$ cat src/hdl/aes_config.svh
// AES engine configuration
`ifndef AES_CONFIG_SVH
`define AES_CONFIG_SVH

// cipher rounds for a 128-bit key
`define AES_ROUNDS 10

// width of the bus word address
`define AES_ADDR_W 6

// register word addresses, word 0 of a group is the most significant word
`define AES_REG_CTRL   0
`define AES_REG_STATUS 1
`define AES_REG_KEY0   4
`define AES_REG_DIN0   8
`define AES_REG_DOUT0  12

`endif
$ cat src/hdl/aesPkg.sv
// AES engine types
`default_nettype none

package aesPkg;

  // operation direction
  // same encoding as bit 1 of the control word
  typedef enum logic {
    dirEnc = 1'b0,
    dirDec = 1'b1
  } aesDirT;

  // sequencer state of the core
  // keyWalk only happens for decryption
  typedef enum logic [1:0] {
    stIdle    = 2'd0,
    stKeyWalk = 2'd1,
    stRounds  = 2'd2,
    stFinish  = 2'd3
  } aesStateT;

endpackage

`default_nettype wire

$ cat src/hdl/aesRegs.sv
// Wishbone register block
`default_nettype none
`include "aes_config.svh"

module aesRegs
  import aesPkg::*;
(
  input  logic                   clk,
  input  logic                   rstN,
  input  logic                   wbCyc,
  input  logic                   wbStb,
  input  logic                   wbWe,
  input  logic [`AES_ADDR_W-1:0] wbAdr,
  input  logic [31:0]            wbDatW,
  output logic [31:0]            wbDatR,
  output logic                   wbAck,
  input  logic                   busy,
  input  logic                   done,
  input  logic [127:0]           dataOut,
  output logic                   start,
  output aesDirT                 dir,
  output logic [127:0]           key,
  output logic [127:0]           dataIn
);

  localparam logic [`AES_ADDR_W-1:0] CtrlAdr   = (`AES_ADDR_W)'(`AES_REG_CTRL);
  localparam logic [`AES_ADDR_W-1:0] StatusAdr = (`AES_ADDR_W)'(`AES_REG_STATUS);
  localparam logic [`AES_ADDR_W-1:0] KeyBase   = (`AES_ADDR_W)'(`AES_REG_KEY0);
  localparam logic [`AES_ADDR_W-1:0] DinBase   = (`AES_ADDR_W)'(`AES_REG_DIN0);
  localparam logic [`AES_ADDR_W-1:0] DoutBase  = (`AES_ADDR_W)'(`AES_REG_DOUT0);

  logic [31:0]            keyW [4];
  logic [31:0]            dinW [4];
  logic [127:0]           result;
  logic                   doneFlag;
  logic                   access;
  logic                   wrEn;
  logic                   ctrlWr;
  logic [1:0]             wordIdx;
  logic [`AES_ADDR_W-1:0] groupBase;
  logic [31:0]            readVal;

  // new bus cycle, acked on the next edge
  assign access    = wbCyc & wbStb & ~wbAck;
  assign wrEn      = access & wbWe;
  assign wordIdx   = wbAdr[1:0];
  assign groupBase = {wbAdr[`AES_ADDR_W-1:2], 2'b00};
  // control word takes effect only while the core is free
  assign ctrlWr    = wrEn && (wbAdr == CtrlAdr) && !busy && !start;

  // control word: bit 0 go, bit 1 direction (1 decrypts)
  // status word: bit 0 busy, bit 1 doneFlag
  always_comb begin
    readVal = 32'h0;
    if (wbAdr == CtrlAdr) begin
      readVal = {30'h0, dir, 1'b0};
    end else if (wbAdr == StatusAdr) begin
      readVal = {30'h0, doneFlag, busy};
    end else if (groupBase == KeyBase) begin
      readVal = keyW[wordIdx];
    end else if (groupBase == DinBase) begin
      readVal = dinW[wordIdx];
    end else if (groupBase == DoutBase) begin
      readVal = result[127-32*wordIdx -: 32];
    end
  end

  always_ff @(posedge clk or negedge rstN) begin
    if (!rstN) begin
      wbAck    <= 1'b0;
      wbDatR   <= 32'h0;
      start    <= 1'b0;
      dir      <= dirEnc;
      doneFlag <= 1'b0;
      result   <= '0;
    end else begin
      wbAck <= access;
      if (access) begin
        wbDatR <= readVal;
      end
      // one-cycle go pulse
      start <= ctrlWr && wbDatW[0];
      if (ctrlWr) begin
        dir <= aesDirT'(wbDatW[1]);
      end
      // doneFlag stays set until the next request starts
      if (done) begin
        result   <= dataOut;
        doneFlag <= 1'b1;
      end else if (start) begin
        doneFlag <= 1'b0;
      end
    end
  end

  // operands stay frozen while a block is in flight
  always_ff @(posedge clk) begin
    if (wrEn && !busy) begin
      if (groupBase == KeyBase) begin
        keyW[wordIdx] <= wbDatW;
      end
      if (groupBase == DinBase) begin
        dinW[wordIdx] <= wbDatW;
      end
    end
  end

  assign key    = {keyW[0], keyW[1], keyW[2], keyW[3]};
  assign dataIn = {dinW[0], dinW[1], dinW[2], dinW[3]};

endmodule

`default_nettype wire

$ cat config.mk
export PLATFORM = sky130hd
export DESIGN_NAME = aesRegs
export DESIGN_NICKNAME = d
export VERILOG_FILES = /design/src/hdl/aesPkg.sv /design/src/hdl/aesRegs.sv
export VERILOG_INCLUDE_DIRS = /design/src /design/src/hdl
export SDC_FILE = /design/constraint.sdc
export NUM_CORES = 1
export LEC_CHECK = 0
export BUFFER_PORTS_ARGS = -buffer_cell sky130_fd_sc_hd__buf_2
export CAP_MARGIN = 15
export CORE_MARGIN = 2
export CORE_UTILIZATION = 47
export DETAILED_ROUTE_END_ITERATION = 7
export PLACE_DENSITY = 0.76
export SETUP_SLACK_MARGIN = 0.15
export SYNTH_ARGS = -nofsm -noshare
export SYNTH_HDL_FRONTEND = slang
export SYNTH_SLANG_ARGS = --single-unit
export TNS_END_PERCENT = 50
$ cat constraint.sdc
create_clock -name clk -period 3.75 [get_ports clk]
set_input_delay 0.1875 -clock clk [delete_from_list [all_inputs] [get_ports clk]]
set_output_delay 0.1875 -clock clk [all_outputs]
set_load 0.05 [all_outputs]
* Yosys cells after proc, flatten, opt, wreduce, memory -nomap -nowiden *
Memories as Yosys holds them, arrays and structs flattened.
Cells that the tools add are included.

cells by class
  bitwise operators = 4
  multiplexer cells = 13
  shift operators = 1
  eq/ne operators = 4
  $add $sub $neg = 1
  reduce and logical (&&, ||, !) cells = 9

operator list
  cell                                                                    number
  32-bit 2-to-1 mux                                                       5
  159-bit by 33-bit indexed part select with 32-bit output                1
  4-bit by 2-bit equality test with 1-bit output (second input constant)  2
  1-bit 2-to-1 mux                                                        8
  7-bit by 7-bit subtractor with 8-bit output (first input constant)      1
  6-bit by 1-bit equality test with 1-bit output (second input constant)  1
  6-bit zero test                                                         1
  1-bit logical AND                                                       5
  4-bit by 1-bit equality test with 1-bit output (second input constant)  1
  1-bit bitwise AND                                                       3
  1-bit zero test                                                         2
  2-bit nonzero test                                                      1
  1-bit inverter                                                          1

storage, ports and cells
  RAM bits = 256
  output and inout port bits = 291
  input bits = 173
  memories = 2
  register bits after elaboration = 164
  word-level logic and storage cells = 40

memory list
  name  depth  bits a word  rd ports  clocked after Yosys merged registers in  write ports  RTL line       RTL
  dinW  4      32           5         0                                        1            aesRegs.sv:33  logic [31:0] dinW [4];
  keyW  4      32           5         0                                        1            aesRegs.sv:32  logic [31:0] keyW [4];

* Longest topological paths before layout *
  depth after elaboration = 7
  gate-level depth with buffers = 7
  mapped depth without buffers = 4

* Least setup slack after synthesis *
OpenSTA, ideal clock, no wires.

  path kind = flip-flop to flip-flop
  start = register wbAck
  end = memory dinW[0][0] (enable)
  setup slack = -339 ps
  cell stages (with the launch flop) = 5
  data arrival time = 3628 ps
  cells stage by stage = dfrtp_1 -> nand3b_1 -> nor3b_1 -> nand2_1 -> nor3_1

on the way
  longest elaborated chain between the ends = 6

ends and longest elaborated chain
  what                                    RTL line        RTL
  start: declaration                      aesRegs.sv:16   output logic wbAck,
  start signal: assignment                aesRegs.sv:77   wbAck <= access;
  1-bit inverter                          aesRegs.sv:44   assign access = wbCyc & wbStb & ~wbAck;
  1-bit bitwise AND                       aesRegs.sv:44
  1-bit bitwise AND                       aesRegs.sv:45   assign wrEn = access & wbWe;
  1-bit logical AND                       aesRegs.sv:98   if (wrEn && !busy) begin
  1-bit 2-to-1 mux                        aesRegs.sv:98
  1-bit 2-to-1 mux (not written as such)  aesRegs.sv:103  dinW[wordIdx] <= wbDatW;
  end: declaration                        aesRegs.sv:33

No other way between the ends.

* Worst setup path after layout *
  start = register wbAck
  end = memory dinW[2][3] (enable)

The elaborated chain is that of the path after synthesis.

==> results.json <==
{
  "drt-wirelength-per-cell_um": 27.9,
  "worstPathArrival_ps": 2620,
  "dp.final_hpwl_um": 37400,
  "worst_pin_slew_ps": 912,
  "drt_iter0_markers": 1031,
  "area_growth_pct": 36.8,
  "die_w_um": 193,
  "ys_seq_area_frac": 0.702,
  "finalSetupViolCount": 0,
  "status": "complete, no violations",
  "r2r_slack_ps": 1300,
  "clock-sinks": 420,
  "synthArstFlopShare": 0.390,
  "drive_gt1_frac": 0.509,
  "route.met3.wl_um": 5430,
  "r2r_end": "dinW[2][3]",
  "ff2ff_path_depth": 5,
  "maxUsedRoutingLayer": "met4",
  "min_from": "wbAdr[3]",
  "grt_pass1_wl_um": 80300,
  "fin_cells": 2032,
  "synth_nets": 1064,
  "yosys-top-cells-area": "edfxtp_1 46%, dfrtp_1 24%, mux4_2 13%",
  "pwr-share-seq": 0.472,
  "slew-limit-headroom": 0.392,
  "seqCellArea_um2": 11800,
  "hold_depth": 3,
  "finalNetCount": 1705,
  "layout_setup_ws_ps": 1300,
  "synth_edf_count": 256,
  "max-vdd-ir-drop_v": 0.000411,
  "fin_tns_setup_ps": 0,
  "grt_max_degree": 90,
  "ant_nets": 0,
  "setup.worst_path.class": "flop to flop",
  "slowest_stage": "buf_4",
  "post-cts-setup-buffer-count": 0,
  "die_h_um": 193,
  "endpoint_kind": "flop",
  "antenna_found_initial": 2,
  "gp_congestion": 0.909,
  "htree_levels": 2,
  "io_pins": 464,
  "wl_met2_um": 26700,
  "initial_utilization": 0.475,
  "setup.worst_path.start_class": "flop",
  "root_buffer": "clkbuf_16",
  "core_um2": 35400,
  "grt_pass1_vias": 12207,
  "synthCells": 891,
  "p_clk_frac": 0.429,
  "intPower_w": 0.00847,
  "ys_types": 42,
  "routed_wl_um": 56600,
  "synth_most_common_cell": "edfxtp_1",
  "grt_usage": 0.300,
  "p_leak_nw": 9.21,
  "first_pass_iters": 5,
  "critical_path.max_stage_delay_ps": 530,
  "viasPerCell": 5.83,
  "hold_class": "primary input to flop",
  "die-area_um2": 37300,
  "hold_end": "wbDatR[5]",
  "yosysTopAreaCell": "edfxtp_1",
  "swShare": 0.230,
  "place.port_buffers": 463,
  "syn_avg_cell_area_um2": 18.9,
  "n_fill_cell": 2437,
  "clkLatencyLatePin_ps": 560,
  "powerDensity_nw_per_um2": 479,
  "drv_slew": 0,
  "rsz0062_at_grt": "false",
  "reg2reg_from": "wbAck",
  "overflow": 0,
  "p_comb_frac": 0.099,
  "route.detailed.drc": 0,
  "yosys_warnings": 0,
  "clockBufferDepth": 3,
  "fin_skew_ps": 20.9,
  "rows": 69,
  "max_freq_mhz": 409,
  "numCtsBuffers": 44,
  "hold_viol": 0,
  "cp_cell_sequence": "nand3b_1, nor3b_1, nand2_1, nor2_4, buf_4",
  "cp.required_ps": 3930,
  "syn_area_um2": 16800,
  "crit_fanout": 32,
  "multiInputGateArea_um2": 4790,
  "via_count": 11840,
  "utilization": 0.649,
  "fin_crit_ps": 2450,
  "post-place-ws_ps": 1250,
  "dp_cells": 1785,
  "yosysTopAreaCellShare": 0.457,
  "fin_crit_sh": 0.652,
  "synth_common_cells": "256 x edfxtp_1, 164 x dfrtp_1, 128 x mux2_2",
  "p_switching_w": 0.00253,
  "maxCapViolations": 0,
  "ys_seq_elements": 420,
  "path_clk_slew_ps": 60,
  "synthFlopType": "edfxtp_1",
  "m1WireLength_um": 21700,
  "cts_tree": "done"
}
==> logic make-up (layout without fill, tap and decap cells) <==
kind of cell,Yosys count,after routing,share of synthesized area
mux,226,226,0.216
other cells,0,4,0
simple gates,115,115,0.0325
buf+inv,58,734,0.0166
flops,420,420,0.702
compound gates,72,72,0.0335
==> metal layers <==
metal / up-vias / track usage
met3: 178 / 0.0755
met1: 6058 / 0.401
li1: 4825 / -
met2: 779 / 0.469
met5: - / 0
met4: 0 / 0.137
==> layout by cell type (no fill, tap or decap), drive strengths merged, types with 9 or more instances in the layout <==
cell type	count
nor2	58
clkinv	12
o31ai	27
clkbuf	54
edfxtp	256
mux2	129
nand2	37
a22o	25
mux4	96
bufinv	9
dfrtp	164
dlygate4sd3	162
buf	488
==> metrics by stage <==
step                      power [W]  hold slack [ps]  cell area, um2
after global routing         0.0113              117           23000
after detailed placement    0.00621              340           19800
after floorplan             0.00581             -108           16800
after CTS                    0.0110             64.0           23000
final                        0.0110             90.5           23000
after global placement      0.00618              343           19800
==> what timing repair did <==
item                                    in CTS  in global routing
hold buffers                               162                  0
resized for setup                            0                  0
endpoints found under the setup margin       0                  0
endpoints found under the hold margin      474                  0
==> power by group through the flow <==
stage / registers [W] / clock network [W] / logic (W)
floorplan: 0.00536 / 0 / 0.000451
global placement: 0.00527 / 0 / 0.000914
detailed placement: 0.00527 / 0 / 0.000932
CTS: 0.00519 / 0.00476 / 0.00107
global route: 0.00521 / 0.00495 / 0.00115
finish: 0.00519 / 0.00472 / 0.00109
==> area by class of cell <==
cell class              count  share of cell area
repair buffers            650               0.184
multi-input cells         413               0.209
clock inverters            27              0.0168
inverters                   3            0.000490
clock buffers              54              0.0513
well taps                 461              0.0251
flip-flops and latches    420               0.513
diodes                      4            0.000436
==> worst max-delay path by stage <==
| stage | startpoint | endpoint | slack [ps] | depth (start not counted) |
|---|---|---|---|---|
| 2_1_floorplan | wbAck | keyW[0][0] | -340 | 4 |
| 3_3_place_gp | wbAdr[0] | wbDatR[17] | 1290 | 6 |
| 3_5_place_dp | wbAdr[0] | wbDatR[18] | 1250 | 6 |
| 4_1_cts | wbAck | keyW[2][13] | 1340 | 5 |
| 5_1_grt | wbAck | dinW[2][3] | 1210 | 5 |
| 6_report | wbAck | dinW[2][3] | 1300 | 5 |
==> flip-flops by register name, summed over array words and instances, names as in the netlist <==
signal / cells
keyW: 128
dinW: 128
wbDatR: 32
dir: 1
doneFlag: 1
start: 1
result: 128
wbAck: 1
==> worst max-delay path, delay by kind of cell (launching register included) <==
kind	cells	cell delay (ps)
simple gates	4	1140
buf+inv	1	530
flops	1	370
Power figures use the tool's default switching activity.
